`config.mk`:
```
export PLATFORM = sky130hd
export DESIGN_NAME = mem_read_flat
export DESIGN_NICKNAME = d
export VERILOG_FILES = /design/src/hdl/cache_pkg.sv /design/src/hdl/cache_if.sv /design/src/hdl/mem_read.sv /design/src/flat_wrapper.sv
export SDC_FILE = /design/constraint.sdc
export NUM_CORES = 1
export LEC_CHECK = 0
export BUFFER_PORTS_ARGS = -buffer_cell sky130_fd_sc_hd__clkbuf_2
export CAP_MARGIN = 0
export CORE_MARGIN = 3
export CORE_UTILIZATION = 32
export DETAILED_ROUTE_END_ITERATION = 10
export PLACE_DENSITY = 0.81
export SYNTH_ARGS = -nofsm -noshare
export SYNTH_HDL_FRONTEND = slang
export SYNTH_SLANG_ARGS = --single-unit
```
`constraint.sdc`:
```
create_clock -name i_clk -period 2.1 [get_ports i_clk]
set_input_delay 0.42 -clock i_clk [delete_from_list [all_inputs] [get_ports i_clk]]
set_output_delay 0.42 -clock i_clk [all_outputs]
set_load 0.02 [all_outputs]
```
`src/hdl/cache_pkg.sv`:
```
`default_nettype none

package cache_pkg;

    localparam int LINE_WORDS  = 4;
    localparam int CACHE_LINES = 16;
    localparam int WBUF_DEPTH  = 4;

    localparam int OFFSET_W   = $clog2(LINE_WORDS);  // word within line
    localparam int INDEX_W    = $clog2(CACHE_LINES);
    localparam int TAG_W      = 32 - INDEX_W - OFFSET_W - 2;
    localparam int WBUF_PTR_W = $clog2(WBUF_DEPTH);

    typedef logic [31:0]         word_t;
    typedef logic [31:0]         addr_t;
    typedef logic [3:0]          sel_t;
    typedef logic [TAG_W-1:0]    tag_t;
    typedef logic [INDEX_W-1:0]  index_t;
    typedef logic [OFFSET_W-1:0] offset_t;
    typedef logic [7:0]          beat_t;

    typedef enum logic [1:0] {
        CS_IDLE,
        CS_LOOKUP,
        CS_REFILL,
        CS_DONE
    } cache_state_t;

    typedef enum logic [1:0] {RD_IDLE, RD_ADDR, RD_DATA} rd_state_t;

    typedef enum logic [1:0] {WR_IDLE, WR_SEND, WR_RESP} wr_state_t;

endpackage

`default_nettype wire

```
`src/hdl/cache_if.sv`:
```
`timescale 1ns/1ps
`default_nettype none

interface mem_rd_if import cache_pkg::*; ();
    logic  req;    // level held until gnt
    addr_t addr;
    logic  line;   // 1 for a full line burst
    logic  gnt;
    word_t data;
    logic  valid;
    logic  last;

    modport client (output req, addr, line, input gnt, data, valid, last);
    modport server (input req, addr, line, output gnt, data, valid, last);
endinterface


`default_nettype wire

```
`src/hdl/mem_read.sv`:
```
`timescale 1ns/1ps
`default_nettype none

module mem_read import cache_pkg::*; (
    input  logic      i_clk,
    input  logic      i_rst,
    mem_rd_if.server  irq,
    mem_rd_if.server  drq,
    output addr_t     o_araddr,
    output beat_t     o_arlen,
    output logic      o_arvalid,
    input  logic      i_arready,
    input  word_t     i_rdata,
    input  logic      i_rlast,
    input  logic      i_rvalid,
    output logic      o_rready
);

    rd_state_t state;
    logic      owner_d;    // data side owns the bus
    addr_t     pick_addr;
    logic      pick_line;

    // data side first
    assign pick_addr = drq.req ? drq.addr : irq.addr;
    assign pick_line = drq.req ? drq.line : irq.line;

    always_ff @(posedge i_clk) begin
        if (i_rst) begin
            state   <= RD_IDLE;
            owner_d <= 1'b0;
        end else begin
            case (state)
                RD_IDLE: begin
                    if (drq.req || irq.req) begin
                        state   <= RD_ADDR;
                        owner_d <= drq.req;
                    end
                end
                RD_ADDR: if (i_arready) state <= RD_DATA;
                RD_DATA: if (i_rvalid && i_rlast) state <= RD_IDLE;
                default: state <= RD_IDLE;
            endcase
        end
    end

    always_ff @(posedge i_clk) begin
        if (state == RD_IDLE) begin
            o_araddr <= pick_line ? {pick_addr[31:OFFSET_W+2], {(OFFSET_W+2){1'b0}}}
                                  : pick_addr;
            o_arlen  <= pick_line ? beat_t'(LINE_WORDS - 1) : '0;
        end
    end

    assign o_arvalid = (state == RD_ADDR);
    assign o_rready  = (state == RD_DATA);

    assign drq.gnt   = o_arvalid && i_arready && owner_d;
    assign irq.gnt   = o_arvalid && i_arready && !owner_d;
    assign drq.valid = o_rready && i_rvalid && owner_d;
    assign irq.valid = o_rready && i_rvalid && !owner_d;
    assign drq.data  = i_rdata;
    assign irq.data  = i_rdata;
    assign drq.last  = i_rlast;
    assign irq.last  = i_rlast;

endmodule

`default_nettype wire

```
`src/flat_wrapper.sv`:
```
// flat-port wrapper written by rule: the top's interface ports become plain ports
module mem_read_flat import cache_pkg::*;
  (i_clk, i_rst, o_araddr, o_arlen, o_arvalid, i_arready, i_rdata, i_rlast, i_rvalid, o_rready, irq_req, irq_addr, irq_line, irq_gnt, irq_data, irq_valid, irq_last, drq_req, drq_addr, drq_line, drq_gnt, drq_data, drq_valid, drq_last);
  mem_rd_if irq_i ();
  mem_rd_if drq_i ();
  input  logic i_clk;
  input  logic i_rst;
  output addr_t o_araddr;
  output beat_t o_arlen;
  output logic o_arvalid;
  input  logic i_arready;
  input  word_t i_rdata;
  input  logic i_rlast;
  input  logic i_rvalid;
  output logic o_rready;
  input wire logic [$bits(irq_i.req)-1:0] irq_req;
  input wire logic [$bits(irq_i.addr)-1:0] irq_addr;
  input wire logic [$bits(irq_i.line)-1:0] irq_line;
  output wire logic [$bits(irq_i.gnt)-1:0] irq_gnt;
  output wire logic [$bits(irq_i.data)-1:0] irq_data;
  output wire logic [$bits(irq_i.valid)-1:0] irq_valid;
  output wire logic [$bits(irq_i.last)-1:0] irq_last;
  input wire logic [$bits(drq_i.req)-1:0] drq_req;
  input wire logic [$bits(drq_i.addr)-1:0] drq_addr;
  input wire logic [$bits(drq_i.line)-1:0] drq_line;
  output wire logic [$bits(drq_i.gnt)-1:0] drq_gnt;
  output wire logic [$bits(drq_i.data)-1:0] drq_data;
  output wire logic [$bits(drq_i.valid)-1:0] drq_valid;
  output wire logic [$bits(drq_i.last)-1:0] drq_last;
  assign irq_i.req = irq_req;
  assign irq_i.addr = irq_addr;
  assign irq_i.line = irq_line;
  assign irq_gnt = irq_i.gnt;
  assign irq_data = irq_i.data;
  assign irq_valid = irq_i.valid;
  assign irq_last = irq_i.last;
  assign drq_i.req = drq_req;
  assign drq_i.addr = drq_addr;
  assign drq_i.line = drq_line;
  assign drq_gnt = drq_i.gnt;
  assign drq_data = drq_i.data;
  assign drq_valid = drq_i.valid;
  assign drq_last = drq_i.last;
  mem_read u_core (.i_clk(i_clk), .i_rst(i_rst), .irq(irq_i), .drq(drq_i), .o_araddr(o_araddr), .o_arlen(o_arlen), .o_arvalid(o_arvalid), .i_arready(i_arready), .i_rdata(i_rdata), .i_rlast(i_rlast), .i_rvalid(i_rvalid), .o_rready(o_rready));
endmodule
```
Yosys cells after proc, flatten, opt, wreduce, memory -nomap -nowiden:

Cells that the tools add are included.

* input bits: 105
* logic and storage cells: 29
* output and inout bits: 112
* bits in registers: 43

* reduce and logical (&&, ||, !) cells: 12
* muxes and demuxes: 7
* equal/unequal tests: 5

Operators with widths (count)
* $mux W32: 1
* $mux W2: 4
* $logic_and A1 B1 Y1: 7
* $pmux W2 S3: 1
* $ne A2 B2 Y1 const B: 2
* $reduce_and A3 Y1: 1
* $eq A2 B1 Y1 const B: 1
* $eq A2 B2 Y1 const B: 1
* $logic_not A2 Y1: 1
* $ne A2 B1 Y1 const B: 1
* $reduce_and A2 Y1: 1
* $logic_not A1 Y1: 1
* $logic_or A1 B1 Y1: 1
* $mux W1: 1

Depth between registers and ports, before layout:

Gate-level depths: netlist (run 1).

* depth after elaboration: 3
* mapped depth: 4
* gate-level depth less buffers: 3

Least setup slack after synthesis (run 1):

OpenSTA, ideal clock, no wires.

* path kind: reg2reg
* start: register u_core.state[0]
* end: register u_core.o_araddr[0], enable pin
* arrival time: 1822 ps
* cell stages (with the launch flop): 2
* path buffers: 0
* period minus slack after synthesis: 2248 ps
* data required time: 1674 ps
* path slack: -148 ps
* setup time: 426 ps
* cell sequence: dfxtp_1 nor2_1

* word-level cells in the longest chain between the ends: 1

Ends and longest elaborated chain
* start, declared: RTL line mem_read.sv:19 `rd_state_t state;`
* start signal, assigned: RTL line mem_read.sv:30 `state <= RD_IDLE;`
* start signal, assigned: RTL line mem_read.sv:36 `state <= RD_ADDR;`
* start signal, assigned: RTL line mem_read.sv:40 `RD_ADDR: if (i_arready) state <= RD_DATA;`
* $logic_not A2 Y1: RTL line mem_read.sv:48 `if (state == RD_IDLE) begin`
* end signal, assigned: RTL line mem_read.sv:49 `o_araddr <= pick_line ? {pick_addr[31:OFFSET_W+2], {(OFFSET_W+2){1'b0}}}`
* end, declared: RTL line mem_read.sv:9 `output addr_t o_araddr,`

No other way between the ends.
A chain may end at the register's enable or synchronous reset.

Worst setup path after layout (run 1):

* start: register u_core.state[0]
* end: output port drq_gnt

* word-level cells in the longest chain between the ends: 3

Ends and longest elaborated chain
* $eq A2 B1 Y1: RTL line mem_read.sv:55 `assign o_arvalid = (state == RD_ADDR);`
* $logic_and A1 B1 Y1 (2 in a row): RTL line mem_read.sv:58 `assign drq.gnt = o_arvalid && i_arready && owner_d;`
* end, declared: RTL line flat_wrapper.sv:26 `output wire logic [$bits(drq_i.gnt)-1:0] drq_gnt;`

No other way between the ends.

==> parameters.txt, run 1 <==
Parameter                              Value

STA
  Smallest hold slack    346 ps
  Setup repair after global routing missed its margin    no
  Final worst-path cycle share    0.807
  Clock skew    roughly 2.0 ps
  Time the final worst path needs with I/O delays and setup    1700 ps
  Total setup violations reported at the end of the flow    0
  Final-report max-slew violation count    0
  Max Clk Rate    0.590 GHz
  Final setup TNS    0 ps
  Final hold violation count    0

Floorplan
  Chip width    87.6 µm
  Number of rows created at floorplan    29
  Floorplan core area    approximately 6400 µm²
  Count of pins on the block boundary    217
  Die footprint    ~7700 µm²
  Height of the die    87.6 µm
  Effective utilization at floorplan    0.333

Pwr
  Worst VDD drop    ~0.00043 V
  Total power divided by cell area    around 800 nW/µm²
  P_leak    1.12 nW

Synthesis
  Fraction of post-synthesis cell area in the top cell type by area    0.465
  Cell type contributing the most total cell area after synthesis    edfxtp_1
  Register area share after synthesis    0.494
  Synthesized area divided by synthesized cell count    12.4 µm²
  Synth async-reset ratio    0
  Commonest cells in the synthesized netlist    buf_4 (73), edfxtp_1 (33), mux2_2 (28)
  Post-synthesis sequential element count    36
  Commonest register cell after synthesis    edfxtp_1
  Count leader, synth    buf_4
  Post-synthesis cell count    around 170
  Number of synthesized flops with an enable pin    33
  Yosys cell types    19
  Top cells by area, synth    edfxtp_1 (47%), buf_4 (26%), mux2_2 (15%)
  Total number of yosys warnings    0
  Post-synthesis instance area    around 2100 µm²

Setup path
  Library cell contributing the largest single delay on the critical path    dfxtp_1
  CP Cell Sequence    and2b_1, and3_1, clkbuf_2
  R2r startpoint    u_core.state[0]
  Capture point of the worst reg-to-reg path    u_core.o_araddr[4]
  Critical Setup Path Class    reg -> out
  Slack of the worst reg-to-reg path    770 ps
  Crit end category    output pin
  Critical path fanouts, max    5
  Largest stage delay, worst path    470 ps
  Required time of the worst setup path    1680 ps
  Cells on worst reg2reg path    2
  Startpoint type of the worst setup path    flip-flop
  Critical path arrival    1280 ps

Final layout
  Relative area change from synthesis to final layout    11.8%
  Proportion of layout cells with a drive suffix above 1    0.696
  Register area    1050 µm²
  Number of inserted diodes    0
  Total Nets Final    approximately 330
  Fill cell count    613
  Footprint of the multi-input gates    509 µm²

Placement
  HPWL reported at the end of detailed placement    4.07 mm
  IO buf count    114
  Final RePlAce weighted congestion    0.709

Hold path
  Worst hold path startpoint    i_rst
  Hold WC Path Type    in -> reg
  Depth of the worst hold-timing path    2
  Worst Hold End    u_core.state[1]

Flow run
  # Max-Cap Violations    0

Clock network
  CTS buffer count    5
  Setup fix buffers added after clock tree synthesis    0
  CTS sink count    36
  Post-CTS Hold Buffers    0
  Maximum root-to-sink buffer count    2
  H-tree Lvls    2
  Root Buffer Master    clkbuf_8
  Quantity of gates resized following cts    0
  Clock latency reported for the late side of the worst-skew pair    between 200 and 300 ps
  Clock transition time at the flip-flop clock pins of the worst setup and hold paths    ~70 ps
  Clock tree from TritonCTS    yes

Routing
  Detailed-router iteration count before antenna repair    3
  Met2 routed WL    between 2 and 3 mm
  Met3 WL post-DR    722 µm
  Met1 WL    1.38 mm
  Wire per inst    16.1 µm
  Routed wire length    slightly below 5 mm
  Uppermost routed layer    met4
  Detailed-route vias per instance    4.41
  Drc violations    0
  DR vias    1326
  DRC marker count from the first detailed-route iteration    16
  Residual antenna-violating net count after detailed routing    0

Global route
  Vias in the first global route    1239
  Initial antenna violation count    0
  Leftover overflow at the end of global routing    0
  Global routing usage summed across all routing layers    0.111
  Maximum number of pins on one net before global-route repair    40
  Global-route wire length before repair    6.27 mm

Run status
  Status    completed
[routing by layer]
metal  vias to the layer above  GRT usage
li1                        616          -
met1                       585     0.0870
met2                       100      0.218
met3                        25     0.0489
met4                         0     0.0642
met5                         -          0
[layout make-up]
cell class | count | area share
timing repair buffer | 116 | 0.251
inverter | 4 | 0.00631
tap | 77 | 0.0405
multi-input combinational | 60 | 0.214
sequential | 36 | 0.441
clock inverter | 3 | 0.0179
clock buffer | 5 | 0.0289
[critical path, delay by kind of cell (launching register included)]
family,cells,cell delay (ps)
and+or+nand+nor,2,370
buffers and inverters,1,160
DFF,1,470
[cell usage in the layout, fill, tap and decap left out, drive strengths merged]
cell type	netlist	layout
nand2	9	9
clkinv	0	1
edfxtp	33	33
a21oi	2	2
conb	1	6
a21bo	1	1
nor2b	1	1
nor3	1	1
buf	77	2
o32ai	4	4
clkinvlp	0	1
clkbuf	0	119
inv	4	4
a2111oi	1	1
mux2	29	29
and3	2	2
and2b	1	1
dfxtp	3	3
nor2	3	3
bufinv	0	1
[state kept, by name, indices dropped and copies added, names as in the netlist]
name	cells
u_core.state	2
u_core.o_araddr	32
u_core.o_arlen	1
u_core.owner_d	1
[per-stage QoR]
step           instance area (µm²)  power (W)  utilization  setup slack (ps)  instances
3_5_place_dp                  2270    0.00134        0.355               702        293
6_report                      2380    0.00190        0.373               405        301
4_1_cts                       2380    0.00193        0.373               379        301
2_1_floorplan                 2150    0.00135            -               418        177
5_1_grt                       2380    0.00200        0.373               299        301
3_3_place_gp                  2270    0.00133        0.355               716        293
[report_power, final]
part,leakage (nW),switching (W),internal [W]
clock network,0.0541,0.000233,0.000351
logic,0.709,0.000242,0.000162
registers,0.356,0.0000297,0.000888
total,1.12,0.000504,0.00140
[cells by family (layout without fill, tap and decap cells)]
group | count (synthesis) | count (layout) | synth area share
buffers and inverters | 81 | 128 | 0.280
DFF | 36 | 36 | 0.494
muxes | 29 | 29 | 0.155
and+or+nand+nor | 17 | 17 | 0.0370
AOI/OAI and AO/OA | 8 | 8 | 0.0329
other | 1 | 6 | 0.00176
[worst max-delay path by stage]
stage	to	start	slack, ps
detailed placement	drq_gnt	u_core.state[0]	700
floorplan	u_core.o_araddr[0]	u_core.state[0]	420
global placement	u_core.o_araddr[22]	drq_req	720
CTS	drq_gnt	u_core.state[0]	380
finish	drq_gnt	u_core.state[0]	400
global route	irq_valid	u_core.state[1]	300
No activity file was read; power rests on OpenSTA's default activity.
==> inputs of run 2 (changes only) <==
--- a/config.mk
+++ b/config.mk
@@ -5,12 +5,13 @@
 export SDC_FILE = /design/constraint.sdc
 export NUM_CORES = 1
 export LEC_CHECK = 0
+export ABC_AREA = 1
 export BUFFER_PORTS_ARGS = -buffer_cell sky130_fd_sc_hd__clkbuf_2
 export CAP_MARGIN = 0
 export CORE_MARGIN = 3
 export CORE_UTILIZATION = 32
 export DETAILED_ROUTE_END_ITERATION = 10
-export PLACE_DENSITY = 0.81
+export PLACE_DENSITY = 0.8
 export SYNTH_ARGS = -nofsm -noshare
 export SYNTH_HDL_FRONTEND = slang
 export SYNTH_SLANG_ARGS = --single-unit
==> constraint.sdc (replaced) <==
create_clock -name i_clk -period 1.4 [get_ports i_clk]
set_input_delay 0.28 -clock i_clk [delete_from_list [all_inputs] [get_ports i_clk]]
set_output_delay 0.28 -clock i_clk [all_outputs]
set_load 0.02 [all_outputs]
==> parameters.txt, run 2 <==
Parameter                              Value

Clock network
  Clock transition time at the flip-flop clock pins of the worst setup and hold paths    60 ps (about the same)
  Post-CTS Hold Buffers    0 (unchanged)
  H-tree Lvls    2 (unchanged)
  CTS sink count    36 (unchanged)
  Clock latency reported for the late side of the worst-skew pair    280 ps (about the same)
  Root Buffer Master    clkbuf_8
  Maximum root-to-sink buffer count    2 (unchanged)
  CTS buffer count    5 (unchanged)
  Clock tree from TritonCTS    yes

Setup path
  Largest stage delay, worst path    370 ps (-100 ps)
  Critical path fanouts, max    3 (-2)
  Cells on worst reg2reg path    6 (+4)
  Startpoint type of the worst setup path    flip-flop
  Capture point of the worst reg-to-reg path    u_core.owner_d
  Crit end category    output pin
  Critical Setup Path Class    reg -> out
  CP Cell Sequence    inv_2, nor2_4, nand2_4, nor2_4, buf_6
  R2r startpoint    u_core.state[0]
  Critical path arrival    1140 ps (-140 ps)
  Required time of the worst setup path    1120 ps (-560 ps)
  Slack of the worst reg-to-reg path    260 ps (-510 ps)
  Library cell contributing the largest single delay on the critical path    dfxtp_4
  Top cell by count, worst path    nor2_4

Final layout
  Register with the most flip-flops    u_core.o_araddr
  Fill cell count    655 (+6.9%)
  Most frequent standard cell in the layout excluding fill and tap cells    clkbuf_2
  Design area    2500 µm² (+5.2%)
  Leading cell types in the layout, fill and taps excluded    clkbuf_2 (109), nand2_1 (107), edfxtp_1 (33)
  Proportion of layout cells with a drive suffix above 1    0.475 (-0.221)
  Max FFs per register    32 (unchanged)
  Filler-free cell count of the finished design    382 (+27%)
  Largest regs    u_core.o_araddr (32), u_core.state (2)
  Relative area change from synthesis to final layout    16.5%
  Number of inserted diodes    0 (unchanged)
  Total Nets Final    410 (+25%)

STA
  Final worst-path cycle share    1.02
  Max Clk Rate    0.703 GHz
  Time the final worst path needs with I/O delays and setup    1420 ps
  Smallest hold slack    187 ps (-159 ps)
  Total setup violations reported at the end of the flow    2 (+2)
  Final-report max-slew violation count    0 (unchanged)
  Worst-case setup margin in the final layout    -23.2 ps (-428 ps)
  Final hold violation count    0 (unchanged)
  Setup repair after global routing missed its margin    yes
  Clock skew    3.80 ps (+1.80 ps)

Pwr
  Internal Pwr Total    0.00193 W (+38%)
  Switching portion of total power    0.299 (+0.0341)
  Clock network fraction of total power    0.238 (-0.068)
  Worst VDD drop    0.000269 V (-38%)
  P_leak    1.36 nW (+22%)
  Total power divided by cell area    1100 nW/µm² (+38%)
  Power share of the sequential group    0.505 (+0.023)
  Psw    0.000825 W (+64%)
  Logic pwr share    0.258 (+0.046)

Flow run
  # Max-Cap Violations    0 (unchanged)

Synthesis
  Fraction of post-synthesis cell area in the top cell type by area    0.461 (-0.00433)
  Synthesized area divided by synthesized cell count    8.63 µm² (-30%)
  Commonest register cell after synthesis    edfxtp_1
  Register area share after synthesis    0.489 (-0.00460)
  Count leader, synth    nand2_1
  Post-synthesis cell count    249 (+45%)
  Top cells by area, synth    edfxtp_1 (46%), buf_4 (26%), nand2_1 (19%)
  Commonest cells in the synthesized netlist    nand2_1 (109), buf_4 (74), edfxtp_1 (33)
  Number of synthesized flops with an enable pin    33 (unchanged)
  Total number of yosys warnings    0 (unchanged)
  Post-synthesis sequential element count    36 (unchanged)
  Cell type contributing the most total cell area after synthesis    edfxtp_1
  Synth async-reset ratio    0 (unchanged)
  Yosys cell types    12 (-7)
  Post-synthesis instance area    2150 µm² (+0.94%)

Floorplan
  Effective utilization at floorplan    0.335 (+0.00123)
  Floorplan core area    6420 µm² (+0.57%)
  Count of pins on the block boundary    217 (unchanged)
  Number of rows created at floorplan    29 (unchanged)
  Height of the die    88.0 µm (+0.44%)
  Chip width    88.0 µm (+0.44%)
  Die footprint    7740 µm² (+0.88%)

Placement
  HPWL reported at the end of detailed placement    4.76 mm (+17%)
  IO buf count    114 (unchanged)
  Post-DP Area    2320 µm² (+2.2%)
  Final RePlAce weighted congestion    0.738 (+4.1%)
  Number of placed instances, taps included    371 (+27%)

Global route
  Global-route wire length before repair    7.65 mm (+22%)
  Initial antenna violation count    0 (unchanged)
  Vias in the first global route    1466 (+18%)
  Maximum number of pins on one net before global-route repair    26 (-35%)
  Leftover overflow at the end of global routing    0 (unchanged)
  Global routing usage summed across all routing layers    0.134 (+0.0232)

Hold path
  Depth of the worst hold-timing path    2 (unchanged)
  Worst hold path startpoint    i_rst
  Hold WC Path Type    in -> reg
  Worst Hold End    u_core.state[0]

Routing
  Residual antenna-violating net count after detailed routing    0 (unchanged)
  Detailed-route vias per instance    4.28 (-2.8%)
  Drc violations    0 (unchanged)
  Routed wire length    5.80 mm (+20%)
  DR vias    1636 (+23%)
  DRC marker count from the first detailed-route iteration    56 (+40)
  Wire per inst    15.2 µm (-5.8%)
  Detailed-router iteration count before antenna repair    4 (+1)

Run status
  Violations in the final reports    setup timing
  Status    complete, but fails checks
## run 2: cell types whose count changed in the layout (fill, tap and decap cells not counted), moves of 3 or more
cell and change:
nand2_1 +98, clkbuf_2 -5, mux2_2 -28, buf_6 +4, dfxtp_1 -3, buf_4 +9
inv_1 +4, nor2_4 +4, o32ai_1 -4
## run 2: cell families (layout without fill, tap and decap cells)
family                 count (synthesis)  after routing  synth area share
flip-flops                            36             36             0.489
AO/OA/AOI/OAI                          4              4            0.0111
AND/OR/NAND/NOR                      117            117             0.205
buffers and inverters                 91            142             0.293
other                                  1              6           0.00174
## run 2: worst max-delay path, delay by kind of cell (launching register included)
kind	cells	cell delay, ps
buffers and inverters	2	180
DFF	1	370
and+or+nand+nor	3	310
## run 2: what timing repair did
| action | in CTS | in global routing |
|---|---|---|
| resized for setup | 12 | 21 |
| pin swaps | 4 | 6 |
| endpoints found under the setup margin | 4 | 5 |
| setup buffers | 3 | 1 |
## run 2: worst max path at each step
stage               startpoint         to  cells after the start
2_1_floorplan  u_core.state[0]    drq_gnt                      4
3_3_place_gp   u_core.state[0]    irq_gnt                      5
3_5_place_dp   u_core.state[0]    irq_gnt                      5
4_1_cts        u_core.state[0]    irq_gnt                      5
5_1_grt        u_core.state[1]  drq_valid                      5
6_report       u_core.state[0]    drq_gnt                      5
## run 2: power groups by stage
stage / combinational, W / clock, W / sequential (W)
3_5_place_dp: 0.000681 / 0 / 0.00141
4_1_cts: 0.000703 / 0.000692 / 0.00139
3_3_place_gp: 0.000668 / 0 / 0.00141
5_1_grt: 0.000777 / 0.000740 / 0.00140
2_1_floorplan: 0.000488 / 0 / 0.00158
6_report: 0.000711 / 0.000656 / 0.00139
## run 2: cell type report
cell class | instances | area [µm²] | share of cell area
clock buffers | 5 | 68.8 | 0.0275
clock inverters | 2 | 7.51 | 0.00300
inverters | 11 | 46.3 | 0.0185
multi-input cells | 127 | 541 | 0.216
flip-flops and latches | 36 | 1060 | 0.423
well taps | 77 | 96.3 | 0.0385
repair buffers | 124 | 686 | 0.274
## run 2: per-stage QoR
stage | utilization | setup TNS, ps | total power [W] | worst slack, ps
after floorplan | - | 0 | 0.00207 | 10.7
after global placement | 0.361 | 0 | 0.00208 | 208
after detailed placement | 0.361 | 0 | 0.00210 | 134
after CTS | 0.380 | -127 | 0.00279 | -42.1
after global routing | 0.390 | -257 | 0.00292 | -93.8
final | 0.390 | -31.6 | 0.00276 | -23.2
## run 2: per-layer routing
| layer | global-route usage | wire length [µm] | vias to the layer above | share of wire |
|---|---|---|---|---|
| met1 | 0.101 | 1680 | 700 | 0.29 |
| li1 | - | - | 800 | - |
| met2 | 0.271 | 3200 | 126 | 0.55 |
| met3 | 0.0734 | 813 | 10 | 0.14 |
| met5 | 0 | 0 | - | 0 |
| met4 | 0.0516 | 104 | 0 | 0.018 |
==> inputs of run 3 (changes only) <==
--- a/config.mk
+++ b/config.mk
@@ -11,7 +11,7 @@
 export CORE_MARGIN = 3
 export CORE_UTILIZATION = 32
 export DETAILED_ROUTE_END_ITERATION = 10
-export PLACE_DENSITY = 0.8
+export PLACE_DENSITY = 0.76
 export SYNTH_ARGS = -nofsm -noshare
 export SYNTH_HDL_FRONTEND = slang
 export SYNTH_SLANG_ARGS = --single-unit
==> parameters.txt, run 3 (synthesis results as in run 2) <==
Parameter                              Value

Global route
  Most used routing layer in global routing    met2
  Vias in the first global route    1510 (+3.0%)
  Met3 Use GR    0.0621 (-0.0113)
  Initial antenna violation count    0 (unchanged)
  Maximum number of pins on one net before global-route repair    36 (+38%)
  Met2 track demand over resource in global routing    0.244 (-0.0274)
  Global-route wire length before repair    7.54 mm (-1.4%)
  Leftover overflow at the end of global routing    0 (unchanged)
  Met1 track demand over resource    0.118 (+0.0164)
  Global routing usage summed across all routing layers    0.131 (-0.00311)

Final layout
  Leading cell types in the layout, fill and taps excluded    clkbuf_2 (109), nand2_1 (107), edfxtp_1 (33)
  Max FFs per register    32 (unchanged)
  Number of inserted diodes    0 (unchanged)
  Proportion of layout cells with a drive suffix above 1    0.464 (-0.0116)
  Register with the most flip-flops    u_core.o_araddr
  Most frequent standard cell in the layout excluding fill and tap cells    clkbuf_2
  Design area    2470 µm² (-1.4%)
  Relative area change from synthesis to final layout    14.8%
  Largest regs    u_core.o_araddr (32), u_core.state (2)
  Total Nets Final    409 (-0.24%)

Clock network
  Clock tree from TritonCTS    yes
  H-tree Lvls    2 (unchanged)
  Post-CTS Hold Buffers    0 (unchanged)
  CTS buffer count    5 (unchanged)
  Clock latency reported for the late side of the worst-skew pair    270 ps (about the same)
  CTS sink count    36 (unchanged)
  Maximum root-to-sink buffer count    2 (unchanged)
  Clock transition time at the flip-flop clock pins of the worst setup and hold paths    60 ps (about the same)
  Root Buffer Master    clkbuf_8

STA
  Final hold violation count    0 (unchanged)
  Final setup TNS    -0.535 ps (+31.1 ps)
  Final-report max-slew violation count    0 (unchanged)
  Total setup violations reported at the end of the flow    1 (-1)
  Setup repair after global routing missed its margin    yes
  Smallest hold slack    198 ps (+11.2 ps)
  Time the final worst path needs with I/O delays and setup    1400 ps (-22.6 ps)
  Max Clk Rate    0.714 GHz (+1.6%)
  Clock skew    2.23 ps (-1.57 ps)
  Final worst-path cycle share    1.00 (-0.0162)
  Worst-case setup margin in the final layout    -0.535 ps (+22.6 ps)

Setup path
  Largest stage delay, worst path    370 ps (about the same)
  Critical Setup Path Class    reg -> out
  Startpoint type of the worst setup path    flip-flop
  Required time of the worst setup path    1120 ps (about the same)
  Critical path arrival    1120 ps (-20 ps)
  Crit end category    output pin
  CP Cell Sequence    inv_2, nor2_4, nand2_2, nor2_1, buf_4
  Top delay family on crit path    flip-flops
  Critical path fanouts, max    3 (unchanged)
  Cells on worst reg2reg path    6 (unchanged)
  Buf+Inv Stages, Crit Path    2 (unchanged)
  Levels on crit path    5 (unchanged)
  Library cell contributing the largest single delay on the critical path    dfxtp_4

Routing
  Wire per inst    14.4 µm (-4.9%)
  DR vias    1619 (-1.0%)
  Residual antenna-violating net count after detailed routing    0 (unchanged)
  DRC marker count from the first detailed-route iteration    49 (-13%)
  Detailed-route vias per instance    4.25 (-0.78%)
  Detailed-router iteration count before antenna repair    4 (unchanged)
  Routed wire length    5.49 mm (-5.2%)
  Drc violations    0 (unchanged)

Pwr
  Total power divided by cell area    1110 nW/µm² (+0.61%)
  Worst VDD drop    0.000354 V (+31%)
  P_leak    1.35 nW (-1.1%)

Floorplan
  Die footprint    7740 µm² (unchanged)
  Floorplan core area    6420 µm² (unchanged)
  Chip width    88.0 µm (unchanged)
  Count of pins on the block boundary    217 (unchanged)
  Number of rows created at floorplan    29 (unchanged)
  Height of the die    88.0 µm (unchanged)
  Effective utilization at floorplan    0.335 (unchanged)

Placement
  IO buf count    114 (unchanged)
  Post-DP Area    2300 µm² (-0.65%)
  Setup slack after placement    149 ps (+15.7 ps)
  HPWL reported at the end of detailed placement    4.46 mm (-6.3%)
  Final RePlAce weighted congestion    0.734 (-0.61%)

Hold path
  Depth of the worst hold-timing path    2 (unchanged)
  Hold WC Path Type    in -> reg

Run status
  Violations in the final reports    setup timing
  Status    complete, but fails checks

Flow run
  # Max-Cap Violations    0 (unchanged)
## run 3: cell types whose count changed in the layout (fill, tap and decap cells not counted), sizes merged
cell and change:
buf -1
## run 3: through the flow
stage | utilization | std cells | total power (W)
after floorplan | - | 254 | 0.00207
after global placement | 0.359 | 369 | 0.00207
after detailed placement | 0.359 | 369 | 0.00208
after CTS | 0.379 | 381 | 0.00277
after global routing | 0.384 | 381 | 0.00289
final | 0.384 | 381 | 0.00274
## run 3: layout make-up
cell class                      count  area [µm²]
Timing Repair Buffer              123         671
Sequential cell                    36        1060
Fill cell                         633        3950
Multi-Input combinational cell    127         520
Inverter                           11        46.3
Clock inverter                      2        7.51
Tap cell                           77        96.3
Clock buffer                        5        68.8
## run 3: timing repair
item,in CTS,in global routing
setup endpoints to repair,4,6
pin swaps,4,6
setup buffers,5,0
resized for setup,10,15
## run 3: power breakdown
group          leakage [nW]  internal, W  switching (W)
Sequential            0.365      0.00135      0.0000445
Combinational         0.943     0.000252       0.000444
Clock                0.0391     0.000328       0.000321
Total                  1.35      0.00193       0.000810
## run 3: routing by layer
layer	vias to the layer above	part of all wire
met3	23	0.13
li1	800	-
met2	107	0.52
met1	689	0.32
met4	0	0.022
met5	-	0
## run 3: path summary, 6_finish.rpt
path,slack (ps),start,endpoint
max,-0.5,u_core.state[1],irq_valid
min,200,i_rst,u_core.state[0]
max reg2reg,200,u_core.state[0],u_core.owner_d
min reg2reg,540,u_core.owner_d,u_core.owner_d
